File: src/design/ioi_macros.svh
`ifndef IOI_MACROS_SVH
`define IOI_MACROS_SVH

// bus widths
`define IOI_NPHYS 56
`define IOI_RV 64
`define IOI_NMASK 8
`define IOI_TIMER_W 64

`define IOI_NCPU 2
`define IOI_NCLIENTS 2

// cycles before the completion unit steps in
`define IOI_ADDR_TIMEOUT 16
`define IOI_DATA_TIMEOUT 4096

// timer window 0xffffffffff000000 - 0xffffffffff00ffff
`define IOI_TIMER_LSB 16
`define IOI_TIMER_BASE 40'hff_ffff_ff00

`endif

File: src/design/io_bus_pkg.sv
`include "ioi_macros.svh"

package io_bus_pkg;

	typedef logic [`IOI_NPHYS-1:0] addr_t;
	typedef logic [`IOI_RV-1:0] data_t;
	typedef logic [`IOI_NMASK-1:0] mask_t;   // one bit per byte lane
	typedef logic [`IOI_NCLIENTS-1:0] client_vec_t;

endpackage

File: src/design/io_map_pkg.sv
`include "ioi_macros.svh"

package io_map_pkg;

	// register index, address bits 15:3
	typedef enum logic [`IOI_TIMER_LSB-4:0] {
		TIMER_COUNT = 0,   // offset 0
		TIMER_CMP = 1      // offset 8, scratch compare
	} timer_reg_e;

	// an address split against the map
	typedef struct packed {
		logic [`IOI_NPHYS-1:`IOI_TIMER_LSB] region;
		timer_reg_e reg_sel;
		logic [2:0] byte_off;
	} map_addr_t;

endpackage

File: src/design/io_bus_if.sv
`timescale 1ns/1ps
`include "ioi_macros.svh"

interface io_bus_if;

	logic addr_req;
	logic addr_ack;   // merged, forced included
	logic [`IOI_NPHYS-1:0] addr;
	logic read;
	logic [`IOI_NMASK-1:0] mask;
	logic [`IOI_RV-1:0] wdata;

	logic data_req;
	logic data_ack;
	logic [`IOI_RV-1:0] rdata;
	logic data_err;

	// the single local client
	logic local_addr_ack;
	logic local_data_req;
	logic [`IOI_RV-1:0] local_rdata;

	modport master (
		output addr_req, addr, read, mask, wdata, data_ack,
		input addr_ack, data_req, rdata, data_err
	);

	modport responder (
		output addr_ack, data_req, rdata, data_err,
		input addr_req, read, data_ack, local_addr_ack, local_data_req, local_rdata
	);

	modport client (
		input addr_req, addr, read, mask, wdata, data_ack,
		output local_addr_ack, local_data_req, local_rdata
	);

endinterface

File: src/design/cpu_arbiter.sv
`timescale 1ns/1ps
`include "ioi_macros.svh"

module cpu_arbiter (
	input logic clk,
	input logic rst_n,
	input logic [`IOI_NCPU-1:0] cpu_addr_req,
	output logic [`IOI_NCPU-1:0] cpu_addr_ack,
	input io_bus_pkg::addr_t cpu_addr0,
	input io_bus_pkg::addr_t cpu_addr1,
	input logic [`IOI_NCPU-1:0] cpu_read,
	input logic [`IOI_NCPU-1:0] cpu_lock,
	input io_bus_pkg::mask_t cpu_mask0,
	input io_bus_pkg::mask_t cpu_mask1,
	input io_bus_pkg::data_t cpu_wdata0,
	input io_bus_pkg::data_t cpu_wdata1,
	output logic [`IOI_NCPU-1:0] cpu_data_req,
	input logic [`IOI_NCPU-1:0] cpu_data_ack,
	output io_bus_pkg::data_t cpu_rdata,
	output logic cpu_data_err,
	io_bus_if.master bus
);

	logic r_chosen;    // owner of the current or last address phase
	logic r_next;      // tie goes here
	logic r_pending;   // address phase waiting, keep the selection
	logic r_busy;      // read outstanding
	logic [`IOI_NCPU-1:0] r_read_locked;
	logic pick;
	logic sel;
	logic grant;

	always_comb begin
		pick = r_next;
		if (!cpu_addr_req[1])
			pick = 1'b0;
		else if (!cpu_addr_req[0])
			pick = 1'b1;
		else if (r_read_locked[0] != r_read_locked[1])
			pick = r_read_locked[1];   // locked cpu first
	end

	assign sel = r_pending ? r_chosen : pick;
	assign grant = bus.addr_req && bus.addr_ack;

	// address phase of the selected cpu
	assign bus.addr_req = |cpu_addr_req && !r_busy;
	assign bus.addr = sel ? cpu_addr1 : cpu_addr0;
	assign bus.read = cpu_read[sel];
	assign bus.mask = sel ? cpu_mask1 : cpu_mask0;
	assign bus.wdata = sel ? cpu_wdata1 : cpu_wdata0;

	assign cpu_addr_ack[0] = grant && !sel;
	assign cpu_addr_ack[1] = grant && sel;

	// data beat back to whoever was granted
	assign cpu_data_req[0] = bus.data_req && !r_chosen;
	assign cpu_data_req[1] = bus.data_req && r_chosen;
	assign bus.data_ack = cpu_data_ack[r_chosen];
	assign cpu_rdata = bus.rdata;
	assign cpu_data_err = bus.data_err;

	always_ff @(posedge clk) begin
		if (!rst_n) begin
			r_chosen <= 1'b0;
			r_next <= 1'b0;
			r_pending <= 1'b0;
			r_busy <= 1'b0;
			r_read_locked <= '0;
		end else begin
			r_pending <= bus.addr_req && !bus.addr_ack;
			if (bus.addr_req)
				r_chosen <= sel;
			if (grant) begin
				r_next <= !sel;
				if (bus.read) begin
					r_busy <= 1'b1;
					r_read_locked[sel] <= cpu_lock[sel];
				end
			end else if (bus.data_req && bus.data_ack) begin
				r_busy <= 1'b0;
			end
		end
	end

endmodule

File: src/design/bus_completion.sv
`timescale 1ns/1ps
`include "ioi_macros.svh"

module bus_completion (
	input logic clk,
	input logic rst_n,
	io_bus_if.responder bus,
	input io_bus_pkg::client_vec_t ext_addr_ack,
	input io_bus_pkg::client_vec_t ext_data_req,
	input io_bus_pkg::data_t ext_rdata,
	input io_bus_pkg::client_vec_t ext_data_err
);

	localparam int ATW = $clog2(`IOI_ADDR_TIMEOUT + 1);
	localparam int DTW = $clog2(`IOI_DATA_TIMEOUT);

	logic [ATW-1:0] r_addr_timer;
	logic [DTW-1:0] r_data_timer;
	logic r_reading;      // read acked by a real client, data not seen yet
	logic r_force_beat;   // error beat standing in for missing data
	logic real_ack;
	logic force_ack;
	logic real_data;
	logic data_timeout;

	assign real_ack = |ext_addr_ack || bus.local_addr_ack;
	assign force_ack = bus.addr_req && !real_ack && r_addr_timer == ATW'(`IOI_ADDR_TIMEOUT);
	assign real_data = |ext_data_req || bus.local_data_req;
	assign data_timeout = r_reading && !real_data &&
		r_data_timer == DTW'(`IOI_DATA_TIMEOUT - 1);

	assign bus.addr_ack = real_ack || force_ack;
	assign bus.data_req = real_data || r_force_beat;
	assign bus.data_err = |(ext_data_err & ext_data_req) || r_force_beat;

	// local data wins over external
	always_comb begin
		if (bus.local_data_req)
			bus.rdata = bus.local_rdata;
		else if (|ext_data_req)
			bus.rdata = ext_rdata;
		else
			bus.rdata = '1;
	end

	always_ff @(posedge clk) begin
		if (!rst_n) begin
			r_addr_timer <= '0;
			r_data_timer <= '0;
			r_reading <= 1'b0;
			r_force_beat <= 1'b0;
		end else begin
			if (bus.addr_req && !bus.addr_ack)
				r_addr_timer <= r_addr_timer + 1'b1;
			else
				r_addr_timer <= '0;

			if (bus.addr_req && real_ack && bus.read)
				r_reading <= 1'b1;
			else if (real_data || data_timeout)
				r_reading <= 1'b0;

			// stops once any data shows up, so back-pressure never times out
			if (r_reading && !real_data)
				r_data_timer <= r_data_timer + 1'b1;
			else
				r_data_timer <= '0;

			if (r_force_beat && bus.data_ack)
				r_force_beat <= 1'b0;
			else if ((force_ack && bus.read) || data_timeout)
				r_force_beat <= 1'b1;
		end
	end

endmodule

File: src/design/local_timer.sv
`timescale 1ns/1ps
`include "ioi_macros.svh"

module local_timer (
	input logic clk,
	input logic rst_n,
	io_bus_if.client bus,
	output logic [`IOI_TIMER_W-1:0] timer
);

	io_map_pkg::map_addr_t a;
	logic sel;
	logic wr;
	logic [`IOI_TIMER_W-1:0] r_count;
	logic [`IOI_TIMER_W-1:0] c_count;
	io_bus_pkg::data_t r_cmp;
	io_bus_pkg::data_t c_cmp;
	io_bus_pkg::data_t r_rdata;
	logic r_data_req;

	assign a = io_map_pkg::map_addr_t'(bus.addr);
	assign sel = bus.addr_req && a.region == `IOI_TIMER_BASE;
	assign wr = sel && !bus.read;

	assign bus.local_addr_ack = sel;   // same cycle
	assign bus.local_data_req = r_data_req;
	assign bus.local_rdata = r_rdata;
	assign timer = r_count;

	// a written count byte replaces the increment
	always_comb begin
		c_count = r_count + 1'b1;
		c_cmp = r_cmp;
		for (int i = 0; i < `IOI_NMASK; i++) begin
			if (wr && bus.mask[i]) begin
				if (a.reg_sel == io_map_pkg::TIMER_COUNT)
					c_count[8*i +: 8] = bus.wdata[8*i +: 8];
				else if (a.reg_sel == io_map_pkg::TIMER_CMP)
					c_cmp[8*i +: 8] = bus.wdata[8*i +: 8];
			end
		end
	end

	always_ff @(posedge clk) begin
		if (!rst_n) begin
			r_count <= '0;
			r_cmp <= '0;
			r_data_req <= 1'b0;
		end else begin
			r_count <= c_count;
			r_cmp <= c_cmp;
			if (sel && bus.read)
				r_data_req <= 1'b1;
			else if (r_data_req && bus.data_ack)
				r_data_req <= 1'b0;
		end
	end

	always_ff @(posedge clk) begin
		if (sel && bus.read) begin
			case (a.reg_sel)
			io_map_pkg::TIMER_COUNT: r_rdata <= r_count;
			io_map_pkg::TIMER_CMP: r_rdata <= r_cmp;
			default: r_rdata <= '0;   // holes read as zero
			endcase
		end
	end

endmodule

File: src/design/ioi_top.sv
`timescale 1ns/1ps
`include "ioi_macros.svh"

module ioi_top (
	input logic clk,
	input logic rst_n,

	input logic cpu_addr_req_0,
	output logic cpu_addr_ack_0,
	input io_bus_pkg::addr_t cpu_addr_0,
	input logic cpu_read_0,
	input logic cpu_lock_0,
	input io_bus_pkg::mask_t cpu_mask_0,
	input io_bus_pkg::data_t cpu_wdata_0,
	output logic cpu_data_req_0,
	input logic cpu_data_ack_0,
	output io_bus_pkg::data_t cpu_rdata_0,
	output logic cpu_data_err_0,

	input logic cpu_addr_req_1,
	output logic cpu_addr_ack_1,
	input io_bus_pkg::addr_t cpu_addr_1,
	input logic cpu_read_1,
	input logic cpu_lock_1,
	input io_bus_pkg::mask_t cpu_mask_1,
	input io_bus_pkg::data_t cpu_wdata_1,
	output logic cpu_data_req_1,
	input logic cpu_data_ack_1,
	output io_bus_pkg::data_t cpu_rdata_1,
	output logic cpu_data_err_1,

	output logic io_addr_req,
	input io_bus_pkg::client_vec_t io_addr_ack,
	output io_bus_pkg::addr_t io_addr,
	output logic io_read,
	output io_bus_pkg::mask_t io_mask,
	output io_bus_pkg::data_t io_wdata,
	input io_bus_pkg::client_vec_t io_data_req,
	output logic io_data_ack,
	input io_bus_pkg::data_t io_rdata,
	input io_bus_pkg::client_vec_t io_data_err,

	output logic [`IOI_TIMER_W-1:0] io_timer
);

	io_bus_if bus ();

	cpu_arbiter cpu_arbiter_inst (
		.clk(clk), .rst_n(rst_n),
		.cpu_addr_req({cpu_addr_req_1, cpu_addr_req_0}),
		.cpu_addr_ack({cpu_addr_ack_1, cpu_addr_ack_0}),
		.cpu_addr0(cpu_addr_0), .cpu_addr1(cpu_addr_1),
		.cpu_read({cpu_read_1, cpu_read_0}),
		.cpu_lock({cpu_lock_1, cpu_lock_0}),
		.cpu_mask0(cpu_mask_0), .cpu_mask1(cpu_mask_1),
		.cpu_wdata0(cpu_wdata_0), .cpu_wdata1(cpu_wdata_1),
		.cpu_data_req({cpu_data_req_1, cpu_data_req_0}),
		.cpu_data_ack({cpu_data_ack_1, cpu_data_ack_0}),
		.cpu_rdata(cpu_rdata_0),
		.cpu_data_err(cpu_data_err_0),
		.bus(bus.master)
	);

	// both cpus see the same beat, data_req says whose it is
	assign cpu_rdata_1 = cpu_rdata_0;
	assign cpu_data_err_1 = cpu_data_err_0;

	bus_completion bus_completion_inst (
		.clk(clk), .rst_n(rst_n),
		.bus(bus.responder),
		.ext_addr_ack(io_addr_ack),
		.ext_data_req(io_data_req),
		.ext_rdata(io_rdata),
		.ext_data_err(io_data_err)
	);

	local_timer local_timer_inst (
		.clk(clk), .rst_n(rst_n),
		.bus(bus.client),
		.timer(io_timer)
	);

	assign io_addr_req = bus.addr_req;
	assign io_addr = bus.addr;
	assign io_read = bus.read;
	assign io_mask = bus.mask;
	assign io_wdata = bus.wdata;
	assign io_data_ack = bus.data_ack;

endmodule

File: config.mk
export PLATFORM = sky130hd
export DESIGN_NAME = ioi_top
export DESIGN_NICKNAME = d
export VERILOG_FILES = /design/src/design/io_bus_pkg.sv /design/src/design/io_map_pkg.sv /design/src/design/io_bus_if.sv /design/src/design/cpu_arbiter.sv /design/src/design/bus_completion.sv /design/src/design/local_timer.sv /design/src/design/ioi_top.sv
export VERILOG_INCLUDE_DIRS = /design/src /design/src/design
export SDC_FILE = /design/constraint.sdc
export NUM_CORES = 1
export LEC_CHECK = 0
export BUFFER_PORTS_ARGS = -buffer_cell sky130_fd_sc_hd__buf_2
export CELL_PAD_IN_SITES_DETAIL_PLACEMENT = 1
export CELL_PAD_IN_SITES_GLOBAL_PLACEMENT = 1
export CORE_AREA = 4 4 255 257
export DETAILED_ROUTE_END_ITERATION = 7
export DIE_AREA = 0 0 259 261
export PLACE_DENSITY_LB_ADDON = 0.1
export SETUP_SLACK_MARGIN = 0.5
export SLEW_MARGIN = 20
export SYNTH_ARGS = -nofsm -noshare
export SYNTH_HDL_FRONTEND = slang
export SYNTH_SLANG_ARGS = --single-unit
File: constraint.sdc
create_clock -name clk -period 5.25 [get_ports clk]
set_clock_uncertainty 0.15 [all_clocks]
set_input_delay 0.2625 -clock clk [delete_from_list [all_inputs] [get_ports clk]]
set_output_delay 0.2625 -clock clk [all_outputs]
set_load 0.05 [all_outputs]
==> metrics, run 1 <==
status=completed; Main synth FF type=dfxtp_1; clock sinks=218; Nets=2650; antenna violations before repair=7; Slew HR=roughly a quarter; fin area=18600 um^2; Ys Warns=0; Post-Syn Area=13600 um^2; first-pass GRT wire length=96300 um; most common cell after layout, fill and taps aside=buf_2; Crit. End Element=output pin; CTS buffer count=28; async set-reset flop share out of synthesis=0%; critical path fanouts, max=25; max cap viols=0; Seq cells post-synth=218; sequential share of the synthesized area=36.7%; die width=259 um; measured slew at the worst slew-check pin=1.11 ns; drt first pass iters=4; r2r worst-path depth=7; Die Ht=261 um; root buf cell=clkbuf_16; fmax=249 MHz; GRT Total Usage=18.3%; required time worst endpoint=~4.8 ns; syn_nets=2079; Setup CP Type=reg -> out; mean post-synth cell area=7.83 um^2; core area=62700 um^2; placed cell areas=around 17000 um^2; Ports=665; Hold Path Cell Cnt=5; Final Max Slew Viols=0; worst reg2reg path startpoint=cpu_arbiter_inst.r_next; period utilisation layout=76.4%; r2r endpoint=local_timer_inst.r_cmp[38]; CTS tree=done; Total Wirelength=65300 um; peak supply drop=0.213 mV; Power Total=approximately 5300 uW; Syn Inst Count=1739; Initial Util=21.7%; Endpoint, Worst Hold=bus_completion_inst.r_force_beat; H-Tree Level Count=1; Final ANT Viol Nets=0; Fill cells=7738; PwrDens=287 nW/um^2; Worst-path clk slew=0.06 ns; R2R Setup Slk=1.65 ns; row cnt=92; Fin. Hold Viols=0; Iter 0 DRT Violations=565; Port Buf Inserts=664; synth unique cells=slightly below 60; gp weighted congestion=0.830; clock latency on the worst-skew pair=0.55 ns; Detailed Place HPWL=50700 um; critical path launch point type=flop; pin count of the biggest net entering global routing=116; final setup violating endpoints=0; number of vias per cell=4.54; routed len/inst=about 20 um; Post-synth EDFFs=between 60 and 70; Hold Path Origin=cpu_data_ack_1; share of post-route cells with drive strength above 1=between 30% and 40%; unrepaired setup endpoints after global routing=no; most frequent cells in the layout=buf_2, nand2_1, a21oi_1; Worst EP arrival=3.60 ns; global route overflow=0; area growth from synthesis to layout=36.4%; DRC Markers=0; vias post-DR=14.5k; fin crit period=4.01 ns; clk buf depth=3; TNS Setup=0 ns; worst hold path type=in -> reg; static leakage=0.00800 uW; Die ar.=67600 um^2; number of global-route vias before repair=15.6k
[area by class of cell]
cell class              instances  area, um^2  share of cell area, %
diodes                          6        15.0                 0.0808
clock buffers                  40         837                   4.51
clock inverters                11         158                  0.849
inverters                      87         327                   1.76
multi-input cells            1271        7430                   40.0
flip-flops and latches        218        5010                   27.0
well taps                     846        1060                   5.70
repair buffers                704        3740                   20.1
[worst max path at each step]
stage,start,end,cells after the start
5_1_grt,cpu_arbiter_inst.r_next,io_mask[4],6
6_report,cpu_arbiter_inst.r_next,io_mask[4],6
3_5_place_dp,cpu_arbiter_inst.r_next,local_timer_inst.timer[33],7
3_3_place_gp,cpu_arbiter_inst.r_next,local_timer_inst.timer[33],7
2_1_floorplan,cpu_arbiter_inst.r_read_locked[0],local_timer_inst.bus.local_rdata[0],8
4_1_cts,cpu_arbiter_inst.r_next,io_mask[4],6
[Yosys cell counts (all sizes together) (17+ instances only)]
cell type | number | area [um^2]
nor2 | 125 | 477
xor2 | 24 | 210
xnor2 | 48 | 420
nand2 | 492 | 1850
a21oi | 162 | 811
nor3 | 17 | 96.4
nand4 | 53 | 332
edfxtp | 64 | 1920
buf | 106 | 712
nand3 | 35 | 195
o41ai | 29 | 254
mux2i | 106 | 1060
inv | 87 | 327
clkbuf | 57 | 214
dfxtp | 154 | 3080
mux2 | 68 | 766
nor4 | 27 | 225
[timing repair]
| item | CTS | global route |
|---|---|---|
| buffers inserted | 0 | 0 |
| endpoints found under the hold margin | 14 | 0 |
| gates resized for setup | 0 | 0 |
| hold buffers | 22 | 0 |
[registers in the layout, indices dropped and copies added (netlist names), 2 cells and up]
name and cells:
local_timer_inst.bus.local_rdata 64, bus_completion_inst.r_addr_timer 5, cpu_arbiter_inst.r_read_locked 2, local_timer_inst.timer 64, local_timer_inst.r_cmp 64, bus_completion_inst.r_data_timer 12
[logic make-up (layout without fill, tap and decap cells)]
| group | count (synthesis) | after routing | share of synthesized area (%) |
|---|---|---|---|
| simple gates | 798 | 798 | 25.9 |
| buf+inv | 250 | 842 | 9.19 |
| compound gates | 223 | 223 | 9.78 |
| flops | 218 | 218 | 36.7 |
| mux | 174 | 174 | 13.4 |
| xor+xnor | 72 | 72 | 4.63 |
| fa+ha+maj | 4 | 4 | 0.367 |
| other cells | 0 | 6 | 0 |
[worst max-delay path, stage by stage (launching register included)]
cell,delay (ns)
dfxtp_1,0.32
o21bai_1,0.21
a31oi_2,0.23
nor2_4,0.72
mux2i_1,0.93
inv_1,0.28
buf_2,0.32
[metrics by stage]
step	hold slack, ns	setup WS, ns	instances	utilization (%)
after global placement	0.294	1.74	3103	27.6
after global routing	0.0216	1.02	3182	29.6
final	0.0189	1.24	3183	29.6
after floorplan	0.260	1.57	1739	-
after CTS	0.0000712	1.21	3177	29.6
after detailed placement	0.298	1.62	3104	27.7
[per-layer routing]
| metal | wire length (um) | track usage (%) | part of all wire [%] |
|---|---|---|---|
| met1 | 27500 | 22.8 | 42 |
| met2 | 33000 | 33.0 | 51 |
| met3 | 3450 | 3.10 | 5.3 |
| met4 | 1270 | 4.29 | 1.9 |
| met5 | 27 | 0 | 0.041 |
[report_power, final]
part           internal [uW]  switching [uW]
combinational            371            1140
sequential              1730            7.96
clock                   1300             782
total                   3400            1930
Power figures use the tool's default switching activity.
==> inputs of run 2 (changes only) <==
CORE_AREA = 4 4 257 259   (was 4 4 255 257)
DIE_AREA = 0 0 261 263   (was 0 0 259 261)
clock period = 3.5 ns   (was 5.25 ns; I/O delays follow)
==> run 2 against run 1 <==
Critical path depth rose by 3. Highest routed layer is now met4. Largest power group unchanged. Flip-flop and latch count stayed put. Global-route usage is 0.40 points higher. Cell area grew 9.8%.
==> metrics, run 2 (synthesis gave the netlist of run 1 again) <==
status=completed; global route overflow=0; placed cells=3134; root buf cell=clkbuf_16; GRT Total Usage=18.7%; pin count of the biggest net entering global routing=~150; routed len/inst=20.3 um; gp weighted congestion=about 0.82; clock sinks=~220; Final ANT Viol Nets=0; Iter 0 DRT Violations=560; die width=approximately 260 um; Fin. Hold Viols=0; first-pass GRT wire length=100000 um; Die ar.=68600 um^2; fin cells=about 3.4k; row cnt=93; area growth from synthesis to layout=49.8%; H-Tree Level Count=1; Crit. End Element=flop; clk buf depth=3; Final Max Slew Viols=0; share of post-route cells with drive strength above 1=35.7%; drt first pass iters=4; Ports=665; worst setup path startpoint=cpu_arbiter_inst.r_read_locked[1]; Fill cells=slightly below 8k; vias post-DR=15.0k; measured slew at the worst slew-check pin=0.939 ns; required time worst endpoint=3.78 ns; PwrDens=408 nW/um^2; fin crit period=approximately 2.9 ns; CTS buffer count=29; final setup violating endpoints=0; most common cell after layout, fill and taps aside=buf_2; fmax=approximately 350 MHz; static leakage=0.00884 uW; core area=63900 um^2; antenna violations before repair=2; Worst-path clk slew=0.06 ns; worst hold path type=in -> reg; Initial Util=21.3%; Hold Path Origin=cpu_wdata_1[53]; number of vias per cell=4.49; TNS Setup=0 ns; setup ws final=0.618 ns; most frequent cells in the layout=buf_2, nand2_1, a21oi_1; Worst EP arrival=3.16 ns; Detailed Place HPWL=50500 um; number of global-route vias before repair=roughly 16k; Slew HR=37.2%; DRC Markers=0; Nets=2811; Port Buf Inserts=664; unrepaired setup endpoints after global routing=yes; critical path launch point type=flop; worst reg2reg path startpoint=cpu_arbiter_inst.r_read_locked[1]; CTS tree=done; DP Worst Slack=roughly 0.32 ns; period utilisation layout=roughly 82%; clock latency on the worst-skew pair=0.58 ns; Setup CP Type=reg -> reg; Die Ht=roughly 260 um; peak supply drop=0.340 mV; Total Wirelength=just under 70000 um; max cap viols=0; critical path fanouts, max=12
run 2: layout make-up:
type / instances / area [um^2] / area share [%]
Clock inverter: 8 / 97.6 / 0.478
Sequential cell: 218 / 5010 / 24.5
Clock buffer: 46 / 921 / 4.51
Inverter: 87 / 332 / 1.62
Timing Repair Buffer: 862 / 5370 / 26.3
Multi-Input combinational cell: 1273 / 7610 / 37.3
Antenna cell: 2 / 5.00 / 0.0245
Tap cell: 855 / 1070 / 5.24
run 2: what timing repair did:
item,CTS,global route
gates resized for setup,17,29
setup buffers,4,7
cloned,2,2
endpoints found under the hold margin,124,0
endpoints found under the setup margin,66,60
pin swaps,2,9
hold buffers,146,0
run 2: per-layer routing:
layer,vias to the layer above,GRT usage [%],wire (um)
met5,-,0,0
met4,0,3.41,1010
met3,56,3.22,3700
met2,381,34.4,34900
met1,7264,22.9,28300
li1,7343,-,-
run 2: worst max-delay path, stage by stage, from the launching register on:
cell,delay [ns]
dfxtp_1,0.33
o21bai_2,0.21
a31oi_4,0.18
nor2_4,0.16
buf_12,0.16
buf_16,0.15
mux2_2,0.37
dlygate4sd3_1,0.60
o41ai_2,0.36
a21oi_1,0.06
run 2: final timing paths:
kind                                      to  slack, ns  cells after the start
setup reg to reg  local_timer_inst.timer[36]       0.62                      9
hold reg to reg   local_timer_inst.r_cmp[46]       0.31                      2
hold / removal    local_timer_inst.timer[53]       0.02                      4
setup / recovery  local_timer_inst.timer[36]       0.62                      9
run 2: stage by stage:
step / hold slack (ns) / cell area, um^2 / utilization (%) / total power, uW
detailed placement: 0.302 / 17500 / 27.4 / 4940
finish: 0.0196 / 20400 / 31.9 / 8320
CTS: 0.00284 / 20100 / 31.5 / 8400
global placement: 0.292 / 17500 / 27.4 / 4930
global route: 0.0293 / 20400 / 31.9 / 8670
floorplan: 0.173 / 13600 / - / 4260
run 2: report_power, final:
| group | internal, uW | switching [uW] |
|---|---|---|
| Sequential | 2590 | 11.1 |
| Clock | 1940 | 1240 |
| Combinational | 756 | 1780 |
| Total | 5290 | 3030 |
==> inputs of run 3 (changes only) <==
CORE_AREA = 4 4 255 257   (was 4 4 257 259)
DIE_AREA = 0 0 259 261   (was 0 0 261 263)
clock period = 2.99 ns   (was 3.5 ns; I/O delays follow)
==> run 3 against run 2 <==
Setup slack worse by 0.34 ns. Via count is 4.5% higher. Critical path depth is 2 lower. Cell count is 2.4% higher. Critical path type is now reg -> out. Utilization is 5.1 points higher. Combinational power is 46% higher.
==> metrics, run 3 (synthesis gave the netlist of run 1 again) <==
GRT Total Usage=20.1%; gp weighted congestion=0.800; placed cells=around 3.1k; Detailed Place HPWL=51500 um; CTS tree=done; number of global-route vias before repair=16.9k; Total Wirelength=73500 um; Crit. End Element=output pin; worst reg2reg path startpoint=cpu_arbiter_inst.r_read_locked[1]; peak supply drop=0.366 mV; unrepaired setup endpoints after global routing=yes; fin cells=3433; pin count of the biggest net entering global routing=75; core area=62700 um^2; Iter 0 DRT Violations=672; H-Tree Level Count=1; Worst-path clk slew=0.06 ns; Hold Path Cell Cnt=5; clock sinks=218; status=completed; first-pass GRT wire length=105000 um; DRC Markers=0; clk buf depth=3; Final Max Slew Viols=0; drt first pass iters=4; Fill cells=7482; row cnt=92; Endpoint, Worst Hold=local_timer_inst.timer[40]; Worst path slowest cell=mux2_2; Slew HR=51.0%; clock latency on the worst-skew pair=about 0.55 ns; critical path launch point type=flop; fmax=between 300 and 400 MHz; Die ar.=67600 um^2; worst-path cell chain=o21bai_4, a31oi_4, nor2_4, buf_6, buf_12, mux2_2, buf_4; most frequent cells in the layout=buf_2, nand2_1, dlygate4sd3_1; required time worst endpoint=2.69 ns; PwrDens=439 nW/um^2; die width=roughly 260 um; fin crit period=2.71 ns; share of post-route cells with drive strength above 1=around 44%; static leakage=0.00996 uW; most common cell after layout, fill and taps aside=buf_2; antenna violations before repair=6; r2r worst-path depth=13; r2r endpoint=local_timer_inst.timer[48]; worst hold path type=in -> reg; root buf cell=clkbuf_16; global route overflow=0; final setup violating endpoints=0; number of vias per cell=4.58; routed len/inst=21.4 um; area growth from synthesis to layout=70.7%; Fin. Hold Viols=0; Die Ht=261 um; Setup CP Type=reg -> out; Nets=2900; R2R Setup Slk=0.37 ns; Final ANT Viol Nets=0; Hold Path Origin=cpu_wdata_0[40]; Ports=about 670; max incr delay on CP=0.42 ns; CTS buffer count=29; TNS Setup=0 ns; measured slew at the worst slew-check pin=0.725 ns; max cap viols=0; Min Hold Slack=~0.054 ns; Worst EP arrival=2.41 ns; period utilisation layout=90.6%; Port Buf Inserts=664; critical path fanouts, max=6; Initial Util=21.7%; vias post-DR=15.7k
==> run 3: changes by cell type in the layout (fill, tap and decap cells not counted), moves of 14 or more <==
| cell | delta |
|---|---|
| buf_6 | +71 |
| mux2_4 | +24 |
| buf_4 | +74 |
| buf_8 | +24 |
| dfxtp_1 | -14 |
| nand2_4 | +14 |
| a21oi_1 | -80 |
| dfxtp_2 | +14 |
| nand2_1 | -36 |
| buf_12 | +28 |
| nand2_2 | +21 |
| buf_2 | -119 |
| mux2_2 | -24 |
| a21oi_2 | +80 |
==> run 3: timing repair <==
item / CTS / global route
gates resized for setup: 322 / 135
setup buffers: 44 / 28
endpoints found under the setup margin: 386 / 330
hold buffers: 142 / 0
gates cloned: 10 / 9
pin swaps: 33 / 12
hold endpoints to repair: 137 / 0
==> run 3: stage by stage <==
step	util (%)	total power, uW	worst slack (ns)	cell area (um^2)
2_1_floorplan	-	5020	0.454	13900
3_3_place_gp	28.7	5830	0.187	18000
6_report	37.1	10200	0.281	23200
4_1_cts	35.2	10100	0.236	22100
5_1_grt	37.1	10600	0.190	23200
3_5_place_dp	28.7	5840	0.141	18000
==> run 3: power breakdown <==
group          internal, uW  switching, uW  total [uW]
sequential             3040           13.2        3050
combinational          1370           2320        3690
clock                  2100           1360        3460
==> run 3: area by class of cell <==
| class | instances | area [um^2] | area share, % |
|---|---|---|---|
| Sequential cell | 218 | 5030 | 21.6 |
| Antenna cell | 5 | 12.5 | 0.0538 |
| Tap cell | 846 | 1060 | 4.55 |
| Multi-Input combinational cell | 1271 | 8440 | 36.3 |
| Clock buffer | 46 | 850 | 3.65 |
| Clock inverter | 7 | 85.1 | 0.366 |
| Timing Repair Buffer | 953 | 7440 | 32.0 |
| Inverter | 87 | 329 | 1.42 |
==> run 3: critical path: cells and delay by family, from the launching register on <==
| kind | cells | cell delay (ns) |
|---|---|---|
| AND/OR/NAND/NOR | 1 | 0.17 |
| flip-flops | 1 | 0.34 |
| multiplexers | 1 | 0.42 |
| buffers and inverters | 3 | 0.58 |
| AO/OA/AOI/OAI | 2 | 0.33 |
==> run 3: worst max-delay path by stage <==
stage	startpoint	end	slack (ns)	depth (start not counted)
5_1_grt	cpu_arbiter_inst.r_read_locked[1]	io_wdata[58]	0.19	7
3_5_place_dp	cpu_addr_0[21]	local_timer_inst.timer[32]	0.14	8
3_3_place_gp	cpu_addr_0[21]	local_timer_inst.timer[37]	0.19	8
2_1_floorplan	cpu_addr_0[16]	cpu_addr_ack_0	0.45	6
4_1_cts	cpu_arbiter_inst.r_read_locked[1]	io_wdata[46]	0.24	7
6_report	cpu_arbiter_inst.r_read_locked[1]	io_wdata[63]	0.28	7
==> run 3: metal layers <==
layer  track usage, %  vias up  wire [um]
li1                 -     7524          -
met1             24.2     7701      30500
met2             36.9      403      38100
met3             3.45       93       3330
met4             5.26        2       1610
met5                0        -          7
